[src/logic/rv64_decode_pkg.sv]
package rv64_decode_pkg;

  localparam int XLEN      = 64;
  localparam int ILEN      = 32;
  localparam int NUM_FUNCS = 67;

  ////////////////////////////////////////
  // Function enumeration
  ////////////////////////////////////////

  // Order is the bit position in func_vec_t
  typedef enum int {
    AUIPC, LUI, JAL, JALR,
    BEQ, BNE, BLT, BGE, BLTU, BGEU,
    LB, LH, LW, LBU, LHU,
    SB, SH, SW,
    ADDI, SLTI, SLTIU, XORI, ORI, ANDI,
    SLLI, SRLI, SRAI,
    ADD, SUB, SLL, SLT, SLTU, XOR, SRL, SRA, OR, AND,
    FENCE, FENCE_TSO, PAUSE, ECALL, EBREAK,
    LWU, LD, SD,
    ADDIW, SLLIW, SRLIW, SRAIW,
    ADDW, SUBW, SLLW, SRLW, SRAW,
    MUL, MULH, MULHSU, MULHU, DIV, DIVU, REM, REMU,
    MULW, DIVW, DIVUW, REMW, REMUW
  } func_e;

  typedef logic [NUM_FUNCS-1:0] func_vec_t;
  typedef logic [4:0]           reg_idx_t;
  typedef logic [31:0]          reg_req_t;
  typedef logic [XLEN-1:0]      xlen_t;

  ////////////////////////////////////////
  // Match table
  ////////////////////////////////////////

  localparam logic [ILEN-1:0] MSK_OP  = 32'h0000007F;  // opcode
  localparam logic [ILEN-1:0] MSK_F3  = 32'h0000707F;  // + funct3
  localparam logic [ILEN-1:0] MSK_F6  = 32'hFC00707F;  // + funct6 for 64 bit shifts
  localparam logic [ILEN-1:0] MSK_F7  = 32'hFE00707F;  // + funct7
  localparam logic [ILEN-1:0] MSK_ALL = 32'hFFFFFFFF;

  localparam logic [ILEN-1:0] FUNC_MASK [NUM_FUNCS] = '{
    MSK_OP, MSK_OP, MSK_OP, MSK_F3,
    MSK_F3, MSK_F3, MSK_F3, MSK_F3, MSK_F3, MSK_F3,
    MSK_F3, MSK_F3, MSK_F3, MSK_F3, MSK_F3,
    MSK_F3, MSK_F3, MSK_F3,
    MSK_F3, MSK_F3, MSK_F3, MSK_F3, MSK_F3, MSK_F3,
    MSK_F6, MSK_F6, MSK_F6,
    MSK_F7, MSK_F7, MSK_F7, MSK_F7, MSK_F7, MSK_F7, MSK_F7, MSK_F7, MSK_F7, MSK_F7,
    MSK_F3, MSK_ALL, MSK_ALL, MSK_ALL, MSK_ALL,
    MSK_F3, MSK_F3, MSK_F3,
    MSK_F3, MSK_F7, MSK_F7, MSK_F7,
    MSK_F7, MSK_F7, MSK_F7, MSK_F7, MSK_F7,
    MSK_F7, MSK_F7, MSK_F7, MSK_F7, MSK_F7, MSK_F7, MSK_F7, MSK_F7,
    MSK_F7, MSK_F7, MSK_F7, MSK_F7, MSK_F7
  };

  localparam logic [ILEN-1:0] FUNC_MATCH [NUM_FUNCS] = '{
    32'h00000017, 32'h00000037, 32'h0000006F, 32'h00000067,
    32'h00000063, 32'h00001063, 32'h00004063, 32'h00005063, 32'h00006063, 32'h00007063,
    32'h00000003, 32'h00001003, 32'h00002003, 32'h00004003, 32'h00005003,
    32'h00000023, 32'h00001023, 32'h00002023,
    32'h00000013, 32'h00002013, 32'h00003013, 32'h00004013, 32'h00006013, 32'h00007013,
    32'h00001013, 32'h00005013, 32'h40005013,
    32'h00000033, 32'h40000033, 32'h00001033, 32'h00002033, 32'h00003033,
    32'h00004033, 32'h00005033, 32'h40005033, 32'h00006033, 32'h00007033,
    32'h0000000F, 32'h8330000F, 32'h0100000F, 32'h00000073, 32'h00100073,
    32'h00006003, 32'h00003003, 32'h00003023,
    32'h0000001B, 32'h0000101B, 32'h0000501B, 32'h4000501B,
    32'h0000003B, 32'h4000003B, 32'h0000103B, 32'h0000503B, 32'h4000503B,
    32'h02000033, 32'h02001033, 32'h02002033, 32'h02003033,
    32'h02004033, 32'h02005033, 32'h02006033, 32'h02007033,
    32'h0200003B, 32'h0200403B, 32'h0200503B, 32'h0200603B, 32'h0200703B
  };

  ////////////////////////////////////////
  // Function groups
  ////////////////////////////////////////

  // Bits lo..hi of the enumeration order
  function automatic func_vec_t func_range(func_e lo, func_e hi);
    func_vec_t v;
    v = '0;
    for (int i = int'(lo); i <= int'(hi); i++) v[i] = 1'b1;
    return v;
  endfunction

  function automatic func_vec_t func_bit(func_e f);
    return func_range(f, f);
  endfunction

  // FENCE is counted as an rd writer and rs1 reader
  localparam func_vec_t XRD_FUNCS = func_range(AUIPC, JALR) | func_range(LB, LHU)
      | func_range(ADDI, AND) | func_bit(FENCE) | func_range(LWU, LD)
      | func_range(ADDIW, REMUW);
  localparam func_vec_t XRS1_FUNCS = func_range(JALR, AND) | func_bit(FENCE)
      | func_range(LWU, REMUW);
  localparam func_vec_t XRS2_FUNCS = func_range(BEQ, BGEU) | func_range(SB, SW)
      | func_range(ADD, AND) | func_bit(SD) | func_range(ADDW, REMUW);

  localparam func_vec_t AIMM_FUNCS = func_range(SLLI, SRAI) | func_range(SLLIW, SRAIW);
  localparam func_vec_t BIMM_FUNCS = func_range(BEQ, BGEU);
  localparam func_vec_t IIMM_FUNCS = func_bit(JALR) | func_range(LB, LHU)
      | func_range(ADDI, ANDI) | func_range(FENCE, EBREAK) | func_range(LWU, LD)
      | func_bit(ADDIW);
  localparam func_vec_t JIMM_FUNCS = func_bit(JAL);
  localparam func_vec_t SIMM_FUNCS = func_range(SB, SW) | func_bit(SD);
  localparam func_vec_t UIMM_FUNCS = func_range(AUIPC, LUI);

  localparam func_vec_t BLOCKING_FUNCS = func_range(JAL, BGEU) | func_range(FENCE, FENCE_TSO);

  typedef struct packed {
    logic [ILEN-1:0] code;
    xlen_t           pc;
    func_vec_t       func;
  } match_t;

  typedef struct packed {
    func_vec_t func;
    reg_idx_t  rd;
    reg_idx_t  rs1;
    reg_idx_t  rs2;
    xlen_t     imm;
    xlen_t     pc;
    logic      blocking;
    reg_req_t  reg_req;
  } decoded_instr_t;

endpackage

[src/logic/instr_matcher.sv]
module instr_matcher (
  input  logic                                    clk_i,
  input  logic                                    rst_i,
  input  logic                                    valid_i,
  input  rv64_decode_pkg::xlen_t                  pc_i,
  input  logic [rv64_decode_pkg::ILEN-1:0]        code_i,
  output logic                                    valid_o,
  output rv64_decode_pkg::match_t                 match_o
);

  import rv64_decode_pkg::*;

  func_vec_t func_hit;
  func_vec_t func_chk;

  ////////////////////////////////////////
  // Mask and compare
  ////////////////////////////////////////

  for (genvar i = 0; i < NUM_FUNCS; i++) begin : g_match
    assign func_hit[i] = ((code_i & FUNC_MASK[i]) == FUNC_MATCH[i]);
  end

  ////////////////////////////////////////
  // Stage 1 register
  ////////////////////////////////////////

  always_ff @(posedge clk_i) begin
    if (rst_i) begin
      valid_o <= 1'b0;
    end else begin
      valid_o <= valid_i;
    end
  end

  always_ff @(posedge clk_i) begin
    if (valid_i) begin  // Payload only moves on a strobe
      match_o.code <= code_i;
      match_o.pc   <= pc_i;
      match_o.func <= func_hit;
    end
  end

  // FENCE.TSO and PAUSE also fall inside the FENCE pattern
  always_comb begin
    func_chk = match_o.func;
    if (match_o.func[FENCE_TSO] || match_o.func[PAUSE]) begin
      func_chk[FENCE] = 1'b0;
    end
  end

  // Table entries must not overlap apart from the fence family
  a_one_func : assert property (
    @(posedge clk_i) disable iff (rst_i)
    valid_o |-> $onehot0(func_chk)
  ) else $error("instr_matcher: overlapping matches %h", match_o.func);

endmodule

[config.mk]
export PLATFORM = sky130hd
export DESIGN_NAME = instr_matcher
export DESIGN_NICKNAME = d
export VERILOG_FILES = /design/src/logic/rv64_decode_pkg.sv /design/src/logic/instr_matcher.sv
export SDC_FILE = /design/constraint.sdc
export NUM_CORES = 1
export LEC_CHECK = 0
export ABC_AREA = 1
export ABC_CLOCK_PERIOD_IN_PS = 2900
export BUFFER_PORTS_ARGS = -buffer_cell sky130_fd_sc_hd__buf_2
export CAP_MARGIN = 20
export CORE_MARGIN = 5
export CORE_UTILIZATION = 35
export CTS_CLUSTER_SIZE = 12
export DETAILED_ROUTE_END_ITERATION = 10
export HOLD_SLACK_MARGIN = 0.02
export MAX_ROUTING_LAYER = met4
export PLACE_DENSITY_LB_ADDON = 0.2
export SLEW_MARGIN = 25
export SYNTH_ARGS = -nofsm -noshare
export SYNTH_HDL_FRONTEND = slang
export SYNTH_SLANG_ARGS = --single-unit
export TNS_END_PERCENT = 5
[constraint.sdc]
create_clock -name clk_i -period 2.9 [get_ports clk_i]
set_input_delay 0.58 -clock clk_i [delete_from_list [all_inputs] [get_ports clk_i]]
set_output_delay 0.58 -clock clk_i [all_outputs]
set_load 0.02 [all_outputs]
# After elaboration in Yosys (flattened, before gate mapping)
# Cells that the tools add are included.
dict set report word_totals {
  register_bits 164
  latch_bits 0
  ram_bits 0
  rom_bits 0
  out_inout_bits 164
  wordCells 71
  memories 0
}
dict set report classes {
  addsub 0
  multipliers 0
  div 0
  n_lt_le_gt_ge 0
  eq_ne 67
  n_shift 0
  mux 0
  n_bitwise 0
  n_reduce_logical 0
}
# operator count
set ops {}
lappend ops {{$eq 17x11->1 const B} 13}
lappend ops {{$eq 17x10->1 const B} 6}
lappend ops {{$eq 10x10->1 const B} 10}
lappend ops {{$eq 17x16->1 const B} 5}
lappend ops {{$eq 10x9->1 const B} 6}
lappend ops {{$eq 17x8->1 const B} 3}
lappend ops {{$eq 17x6->1 const B} 2}
lappend ops {{$eq 17x9->1 const B} 2}
lappend ops {{$eq 32x21->1 const B} 1}
lappend ops {{$eq 32x25->1 const B} 1}
lappend ops {{$eq 32x32->1 const B} 1}
lappend ops {{$eq 32x7->1 const B} 1}
lappend ops {{$eq 10x8->1 const B} 3}
lappend ops {{$eq 10x5->1 const B} 2}
lappend ops {{$eq 10x7->1 const B} 2}
lappend ops {{$eq 16x10->1 const B} 1}
lappend ops {{$eq 16x15->1 const B} 1}
lappend ops {{$eq 16x8->1 const B} 1}
lappend ops {{$eq 10x2->1 const B} 1}
lappend ops {{$eq 10x4->1 const B} 1}
lappend ops {{$eq 10x6->1 const B} 1}
lappend ops {{$eq 7x5->1 const B} 1}
lappend ops {{$eq 7x6->1 const B} 1}
lappend ops {{$eq 7x7->1 const B} 1}

# Logic depth before layout (Yosys ltp)
# Gate-level depths: netlist of run 1.
dict set report logic_depth {
  word_depth 1
  mapped_depth 6
  depth_no_buf 6
}

# Worst setup path before layout of run 1
# No wires, ideal clock.
dict set report synth_path {
  kind {input-to-reg}
  start {in code_i[0] in the netlist's numbering}
  end {reg match_o[59] in the netlist's numbering, data pin}
  setup_time_ns 0.256
  t_arrival_ns 1.093
  setup_slack_ns 1.551
  path_stages 6
  cell_sequence {nand2_1 inv_1 nand2_1 inv_1 nand3_2 nor2_1}
}
dict set report synth_via {
  elab_chain_cells 1
}
# element line_no
set synth_rtl {}
lappend synth_rtl {{from (decl)} instr_matcher.sv:6} ;# input logic [rv64_decode_pkg::ILEN-1:0] code_i,
lappend synth_rtl {{$eq 17x11->1} instr_matcher.sv:21} ;# assign func_hit[i] = ((code_i & FUNC_MASK[i]) == FUNC_MATCH[i]);
lappend synth_rtl {{via func_hit[59]} instr_matcher.sv:13} ;# func_vec_t func_hit;
lappend synth_rtl {{to (decl)} instr_matcher.sv:8} ;# output rv64_decode_pkg::match_t match_o
# The timed path passes the listed nets, and every way through them passes these cells.
# A chain may end at the register's enable or synchronous reset.

# Worst setup path in the final report of run 1
dict set report layout_path {
  start {reg match_o[144] in the netlist's numbering}
  end {out match_o[144] in the netlist's numbering}
}
# No word-level cell between the ends.

==> results.py, run 1 <==
metrics = {
    "outcome": {
        "outcome": "complete, no violations",
    },
    "clock_network": {
        "cts_hold_buffers": 0,
        "htreeDepth": 4,
        "cts_num_sinks": 164,
        "cts.path.max_buffers": 2,
        "cts_resized": 0,
        "cts.clk_slew.worst_paths_ns": 0.06,
        "cts_tree": "yes",
        "cts_setup_buffers": 0,
        "cts-root-buf": "clkbuf_16",
        "cts_buffers": 17,
    },
    "final_layout": {
        "multi_input_area_um2": 761,
        "synthToLayoutAreaGrowth_pct": 38.4,
        "area.sequential_mm2": 0.00491,
        "nFillCells": 1508,
        "postLayoutCoreUtil": 0.488,
        "final_layout_size_suffix_gt1_frac": 0.452,
        "nets": 759,
    },
    "setup_path": {
        "cpMaxStageDelayCell": "edfxtp_1",
        "timing.critical_path.required_ns": 2.32,
        "cp_top_family": "flip-flops",
        "cp_data_arrival_time_ns": 1.01,
        "crit_path_max_fanout": 1,
        "cp-start-kind": "flip-flop",
        "crit_path_max_incr_delay_ns": 0.41,
        "crit_chain": "buf_2",
        "endpoint_kind": "primary output",
        "crit_type": "flip-flop to primary output",
        "cp_num_buf_inv": 1,
    },
    "synth": {
        "yosys.area.top_type_share": 0.847,
        "synth_area_leader_cell": "edfxtp_1",
        "synth-simple-area-share": 0.132,
        "yosys-top-cells-area": "edfxtp_1, nor2_1, nand2_1, inv_1, nand3_1",
        "synth_compound_area_frac": 0,
        "syn_nets": 476,
        "yosysWarningCount": 0,
        "synth_top_family_by_area": "simple AND/OR/NAND/NOR gates",
        "synthMuxAreaShare": 0,
        "avgSynthCellArea_um2": 15.3,
        "synthAdderAreaFrac": 0,
        "synth_cell_types": 13,
        "synth_seq_cells": 164,
        "yosysSeqAreaShare": 0.850,
        "netlist_area_mm2": 0.00578,
        "syn_inst": 377,
        "synthXorXnorAreaFrac": 0,
    },
    "global_routing": {
        "gr-total-overflow": 0,
        "grt_max_degree": 68,
        "top_usage_layer": "met2",
        "use_met3": 0.0622,
        "grt_usage": 0.163,
        "antenna_found_initial": 1,
        "grt_pass1_wl_um": 23400,
        "met1_usage": 0.184,
        "grt_use_met2": 0.271,
        "grt_pass1_vias": 4144,
    },
    "pwr": {
        "power_frac_clock": 0.395,
        "p_leak_nw": 3.23,
        "pwr-share-comb": 0.100,
        "switching_share": 0.243,
        "p_switching_w": 0.00136,
        "ir_drop_v": 0.000362,
        "p_per_area_mw_per_mm2": 697,
        "internal_power_w": 0.00422,
        "seq_power_share": 0.504,
    },
    "timing": {
        "fin_crit_sh": 0.547,
        "tightest_slew_ns": 0.465,
        "setup_viol": 0,
        "drv_slew": 0,
        "rsz0062_at_grt": "false",
        "max_freq_ghz": 0.631,
        "finalSetupTns_ns": 0,
        "finalHoldViolCount": 0,
        "period_minus_slack_ns": 1.59,
        "max_slew_margin": 0.689,
        "fin_ws_ns": 1.31,
    },
    "routing": {
        "num_vias": 3979,
        "viasPerCell": 4.45,
        "drt_iter0_drc": 196,
        "drtPass1Iterations": 5,
        "ant_nets": 0,
        "drc_errors": 0,
        "wl_per_cell_um": 17.2,
        "drt_wl_total_um": 15400,
    },
    "die": {
        "num_rows": 47,
        "die_y_um": 139,
        "die_w_um": 139,
        "coreArea_mm2": 0.0164,
        "dieArea_mm2": 0.0192,
        "io_pins": 263,
        "initial_core_util": 0.352,
    },
    "hold_path": {
        "hold_class": "input pin to flip-flop",
    },
    "placed_design": {
        "place_congestion": 0.877,
        "pre_cts_ws_ns": 1.15,
        "port_buffers": 262,
        "hpwl_um": 11800,
    },
    "job": {
        "maxCapViolations": 0,
    },
}
==> sequential cells by signal (all words and copies together) (netlist names) <==
name     flops
match_o    163
valid_o      1
==> cells by family (layout without fill, tap and decap cells) <==
kind of cell | after synthesis | after routing
other cells | 0 | 2
simple gates | 185 | 185
flops | 164 | 164
buf+inv | 28 | 324
==> Yosys cell counts, drive strengths merged <==
library cell and number:
nand3b 2, inv 28, nand3 13, nand4 2, edfxtp 163, nor2 108, dfxtp 1, nor3 6
nand2 54
==> layout by cell type, fill, tap and decap left out, drive strengths merged <==
cell | synthesis | routed
clkbuf | 0 | 18
clkinvlp | 0 | 4
buf | 0 | 264
nor3 | 6 | 6
inv | 28 | 33
edfxtp | 163 | 163
nand3 | 13 | 13
nand3b | 2 | 2
nand4 | 2 | 2
nand2 | 54 | 54
bufinv | 0 | 2
clkinv | 0 | 3
dfxtp | 1 | 1
nor2 | 108 | 108
diode | 0 | 2
==> layer usage <==
metal | wire (um) | vias up
met4 | 162 | 0
met5 | 0 | -
li1 | - | 1884
met3 | 1540 | 14
met2 | 7620 | 201
met1 | 6080 | 1880
==> area by class of cell <==
| cell class | count | area share |
|---|---|---|
| well taps | 220 | 0.0344 |
| multi-input cells | 185 | 0.0951 |
| diodes | 2 | 0.000626 |
| inverters | 28 | 0.0131 |
| clock buffers | 18 | 0.0536 |
| repair buffers | 264 | 0.170 |
| clock inverters | 14 | 0.0191 |
| flip-flops and latches | 164 | 0.614 |
==> per-stage QoR <==
stage               hold WS (ns)  area, um^2  power [W]  instances
detailed placement         0.742        7410    0.00344        861
finish                     0.315        8000    0.00558        895
CTS                        0.292        8000    0.00565        893
floorplan                  0.651        5780    0.00312        377
global placement           0.736        7410    0.00343        861
global route               0.310        8000    0.00579        894
==> path summary, 6_finish.rpt <==
kind | from | cells past startpoint | endpoint | slack [ns]
setup / recovery | match_o[144] | 1 | match_o[144] | 1.31
hold / removal | rst_i | 2 | valid_o | 0.31
==> power by group through the flow <==
| stage | sequential (W) | clock (W) | combinational (W) |
|---|---|---|---|
| after floorplan | 0.00308 | 0 | 0.0000421 |
| after global placement | 0.00286 | 0 | 0.000563 |
| after detailed placement | 0.00287 | 0 | 0.000568 |
| after CTS | 0.00282 | 0.00227 | 0.000569 |
| after global routing | 0.00283 | 0.00237 | 0.000599 |
| final | 0.00281 | 0.00221 | 0.000560 |
Power figures use the tool's default switching activity.
==> inputs of run 2 (changes only) <==
--- a/config.mk
+++ b/config.mk
@@ -6,7 +6,7 @@
 export NUM_CORES = 1
 export LEC_CHECK = 0
 export ABC_AREA = 1
-export ABC_CLOCK_PERIOD_IN_PS = 2900
+export ABC_CLOCK_PERIOD_IN_PS = 1700
 export BUFFER_PORTS_ARGS = -buffer_cell sky130_fd_sc_hd__buf_2
 export CAP_MARGIN = 20
 export CORE_MARGIN = 5
==> constraint.sdc (replaced) <==
create_clock -name clk_i -period 1.7 [get_ports clk_i]
set_input_delay 0.34 -clock clk_i [delete_from_list [all_inputs] [get_ports clk_i]]
set_output_delay 0.34 -clock clk_i [all_outputs]
set_load 0.02 [all_outputs]
==> results.py, run 2 (synthesis results as in run 1) <==
metrics = {
    "outcome": {
        "outcome": "complete, no violations",
    },
    "placed_design": {
        "port_buffers": 262,
        "place_congestion": 0.861,
        "hpwl_um": 11700,
    },
    "final_layout": {
        "most-common-layout-cells": "buf_2, edfxtp_1, nor2_1, nand2_1, inv_1",
        "antenna_cells": 0,
        "nets": 766,
        "final_layout_size_suffix_gt1_frac": 0.459,
        "largest_reg_flops": 163,
        "top_register": "match_o",
        "synthToLayoutAreaGrowth_pct": 40.1,
        "final_common_cell": "buf_2",
        "reg_top3": "match_o: 163 flops, valid_o: 1 flops",
    },
    "setup_path": {
        "cp_top_family": "flip-flops",
        "cp-start-kind": "flip-flop",
        "cp_data_arrival_time_ns": 1.00,
        "timing.critical_path.required_ns": 1.36,
        "crit_chain": "buf_2",
        "endpoint_kind": "primary output",
        "crit_type": "flip-flop to primary output",
        "crit_path_max_fanout": 1,
        "crit_path_max_incr_delay_ns": 0.41,
        "cp_num_buf_inv": 1,
        "cpMaxStageDelayCell": "edfxtp_1",
    },
    "pwr": {
        "internal_power_w": 0.00736,
        "p_per_area_mw_per_mm2": 1190,
        "seq_power_share": 0.496,
        "switching_share": 0.238,
        "power_frac_clock": 0.403,
        "p_leak_nw": 3.29,
        "pwr-share-comb": 0.100,
        "ir_drop_v": 0.000621,
        "power_w": 0.00967,
        "p_switching_w": 0.00230,
    },
    "die": {
        "initial_core_util": 0.352,
        "die_w_um": 139,
        "coreArea_mm2": 0.0164,
        "die_y_um": 139,
        "io_pins": 263,
        "dieArea_mm2": 0.0192,
        "num_rows": 47,
    },
    "global_routing": {
        "grt_pass1_vias": 4081,
        "grt_usage": 0.162,
        "grt_pass1_wl_um": 23300,
        "grt_max_degree": 42,
        "gr-total-overflow": 0,
        "antenna_found_initial": 0,
    },
    "timing": {
        "drv_slew": 0,
        "period_minus_slack_ns": 1.34,
        "rsz0062_at_grt": "false",
        "finalSetupTns_ns": 0,
        "max_freq_ghz": 0.745,
        "tightest_slew_ns": 0.292,
        "setup_viol": 0,
        "finalHoldViolCount": 0,
        "fin_crit_sh": 0.789,
        "max_slew_margin": 0.805,
    },
    "routing": {
        "num_vias": 3952,
        "drc_errors": 0,
        "drt_iter0_drc": 237,
        "ant_nets": 0,
        "drtPass1Iterations": 5,
        "drt_wl_total_um": 15200,
        "wl_per_cell_um": 16.9,
        "viasPerCell": 4.39,
    },
    "clock_network": {
        "cts_num_sinks": 164,
        "cts_resized": 0,
        "cts.path.max_buffers": 2,
        "cts-root-buf": "clkbuf_16",
        "cts_buffers": 17,
        "cts_setup_buffers": 0,
        "htreeDepth": 4,
        "cts.clk_slew.worst_paths_ns": 0.06,
        "cts_hold_buffers": 0,
        "cts_tree": "yes",
    },
    "hold_path": {
        "whs_endpoint": "valid_o",
        "hold_path_depth": 2,
        "hold_start": "rst_i",
        "hold_class": "input pin to flip-flop",
    },
    "job": {
        "maxCapViolations": 0,
    },
}
[run 2: cell types whose count changed in the layout (fill, tap and decap cells not counted), sizes merged]
cell	previous run	this run
inv	33	32
bufinv	2	3
diode	2	0
buf	264	271
[run 2: how the worst max path moves through the flow]
stage | startpoint | endpoint | slack, ns | cells past startpoint
finish | match_o[52] | match_o[52] | 0.36 | 1
global route | match_o[144] | match_o[144] | 0.32 | 1
CTS | match_o[144] | match_o[144] | 0.32 | 1
detailed placement | code_i[0] | match_o[8] | 0.16 | 7
global placement | code_i[0] | match_o[6] | 0.20 | 7
floorplan | code_i[0] | match_o[59] | 0.59 | 6
[run 2: final cells by class]
type                       instances  area, um^2
tap                              220         275
timing repair buffer             271        1440
sequential                       164        4910
fill                            1483        8310
multi-input combinational        185         761
clock buffer                      18         429
clock inverter                    14         176
inverter                          28         105
[run 2: power by group through the flow]
stage / Sequential (W) / Clock [W] / Combinational (W)
3_3_place_gp: 0.00488 / 0 / 0.000978
3_5_place_dp: 0.00489 / 0 / 0.000987
6_report: 0.00480 / 0.00390 / 0.000971
4_1_cts: 0.00480 / 0.00401 / 0.000988
2_1_floorplan: 0.00526 / 0 / 0.0000718
5_1_grt: 0.00482 / 0.00419 / 0.00104
[run 2: per-layer routing]
layer	GRT usage	vias up	wire (um)
met5	-	-	0
met4	0.0426	0	162
met3	0.0615	14	1520
met2	0.254	200	7290
met1	0.198	1841	6230
li1	-	1897	-
[run 2: metrics by stage]
step / hold WS (ns) / worst slack, ns / util / instances / area, um^2
6_report: 0.0748 / 0.358 / 0.493 / 900 / 8100
5_1_grt: 0.0635 / 0.316 / 0.493 / 900 / 8100
4_1_cts: 0.0503 / 0.322 / 0.493 / 900 / 8100
3_5_place_dp: 0.505 / 0.159 / 0.457 / 868 / 7490
3_3_place_gp: 0.497 / 0.201 / 0.457 / 868 / 7490
2_1_floorplan: 0.411 / 0.591 / - / 377 / 5780
==> inputs of run 3 (changes only) <==
--- a/config.mk
+++ b/config.mk
@@ -6,7 +6,7 @@
 export NUM_CORES = 1
 export LEC_CHECK = 0
 export ABC_AREA = 1
-export ABC_CLOCK_PERIOD_IN_PS = 1700
+export ABC_CLOCK_PERIOD_IN_PS = 1350
 export BUFFER_PORTS_ARGS = -buffer_cell sky130_fd_sc_hd__buf_2
 export CAP_MARGIN = 20
 export CORE_MARGIN = 5
==> constraint.sdc (replaced) <==
create_clock -name clk_i -period 1.35 [get_ports clk_i]
set_input_delay 0.27 -clock clk_i [delete_from_list [all_inputs] [get_ports clk_i]]
set_output_delay 0.27 -clock clk_i [all_outputs]
set_load 0.02 [all_outputs]
==> results.py, run 3 (synthesis results as in run 1) <==
metrics = {
    "placed_design": {
        "dpl_cell_area_mm2": 0.00760,
        "place_congestion": 0.883,
        "dp_cells": 884,
        "port_buffers": 262,
        "hpwl_um": 12000,
        "pre_cts_ws_ns": -0.0603,
    },
    "pwr": {
        "ir_drop_v": 0.000834,
        "pwr-share-comb": 0.114,
        "internal_power_w": 0.00959,
        "p_per_area_mw_per_mm2": 1400,
        "switching_share": 0.231,
        "p_switching_w": 0.00287,
        "p_leak_nw": 3.67,
        "power_frac_clock": 0.400,
        "seq_power_share": 0.485,
    },
    "setup_path": {
        "crit_path_max_fanout": 1,
        "endpoint_kind": "primary output",
        "cp-start-kind": "flip-flop",
        "cp_data_arrival_time_ns": 1.01,
        "crit_type": "flip-flop to primary output",
        "cp_num_buf_inv": 1,
        "crit_path_max_incr_delay_ns": 0.40,
        "cp_top_family": "flip-flops",
        "cpMaxStageDelayCell": "edfxtp_1",
        "crit_chain": "buf_2",
        "timing.critical_path.required_ns": 1.08,
    },
    "die": {
        "io_pins": 263,
        "coreArea_mm2": 0.0164,
        "dieArea_mm2": 0.0192,
        "num_rows": 47,
        "die_y_um": 139,
        "die_w_um": 139,
        "initial_core_util": 0.352,
    },
    "final_layout": {
        "largest_reg_flops": 163,
        "reg_top3": "match_o: 163 flops, valid_o: 1 flops",
        "synthToLayoutAreaGrowth_pct": 54.4,
        "nets": 853,
        "postLayoutCellArea_mm2": 0.00892,
        "final_layout_size_suffix_gt1_frac": 0.424,
        "final_common_cell": "buf_2",
        "top_register": "match_o",
        "fin_cells": 987,
        "antenna_cells": 0,
        "most-common-layout-cells": "buf_2, edfxtp_1, nor2_1, dlygate4sd3_1, nand2_1",
        "nFillCells": 1398,
    },
    "outcome": {
        "outcome": "complete, no violations",
    },
    "timing": {
        "tightest_slew_ns": 0.317,
        "max_freq_ghz": 0.783,
        "drv_slew": 0,
        "setup_viol": 0,
        "rsz0062_at_grt": "false",
        "fin_crit_sh": 0.946,
        "max_slew_margin": 0.788,
        "period_minus_slack_ns": 1.28,
        "finalHoldViolCount": 0,
        "fin_ws_ns": 0.0724,
    },
    "global_routing": {
        "gr-total-overflow": 0,
        "grt_usage": 0.172,
        "antenna_found_initial": 0,
        "grt_max_degree": 45,
        "grt_pass1_vias": 4483,
        "grt_pass1_wl_um": 24800,
    },
    "hold_path": {
        "hold_class": "input pin to flip-flop",
    },
    "routing": {
        "wl_per_cell_um": 16.5,
        "drt_iter0_drc": 221,
        "drt_wl_total_um": 16300,
        "drc_errors": 0,
        "viasPerCell": 4.38,
        "num_vias": 4326,
        "drtPass1Iterations": 4,
        "ant_nets": 0,
    },
    "clock_network": {
        "cts.clk_slew.worst_paths_ns": 0.06,
        "htreeDepth": 4,
        "cts_num_sinks": 164,
        "cts_tree": "yes",
        "cts.path.max_buffers": 2,
        "cts_hold_buffers": 67,
        "cts_buffers": 17,
        "cts_resized": 0,
        "cts-root-buf": "clkbuf_16",
        "cts_setup_buffers": 0,
    },
    "job": {
        "maxCapViolations": 0,
    },
}
run 3: worst paths after layout:
kind	startpoint	to	slack, ns	cells past startpoint
worst max-delay path	match_o[20]	match_o[20]	0.07	1
worst min-delay path	pc_i[36]	match_o[103]	0.04	1
run 3: metrics by stage:
stage	TNS (ns)	utilization	hold WS, ns	power [W]
floorplan	0	-	0.341	0.00671
global placement	-0.102	0.463	0.428	0.00741
detailed placement	-0.353	0.463	0.431	0.00743
CTS	0	0.541	0.0216	0.0126
global route	0	0.544	0.0216	0.0130
finish	0	0.544	0.0385	0.0125
run 3: per-layer routing:
| metal | vias up | track usage | share of wire |
|---|---|---|---|
| li1 | 2069 | - | - |
| met1 | 2038 | 0.196 | 0.40 |
| met2 | 200 | 0.282 | 0.50 |
| met3 | 19 | 0.0673 | 0.089 |
| met4 | 0 | 0.0562 | 0.015 |
| met5 | - | - | 0 |
run 3: cell type report:
type | count | area, um^2 | share of cell area
multi-input cells | 185 | 761 | 0.0853
clock buffers | 19 | 433 | 0.0485
clock inverters | 13 | 180 | 0.0202
repair buffers | 358 | 2250 | 0.253
inverters | 28 | 105 | 0.0118
flip-flops and latches | 164 | 4910 | 0.551
well taps | 220 | 275 | 0.0309
run 3: power by group through the flow:
| stage | logic [W] | clock network [W] | registers [W] |
|---|---|---|---|
| 2_1_floorplan | 0.0000905 | 0 | 0.00662 |
| 3_3_place_gp | 0.00126 | 0 | 0.00615 |
| 3_5_place_dp | 0.00127 | 0 | 0.00616 |
| 4_1_cts | 0.00143 | 0.00514 | 0.00606 |
| 5_1_grt | 0.00152 | 0.00536 | 0.00608 |
| 6_report | 0.00142 | 0.00499 | 0.00605 |
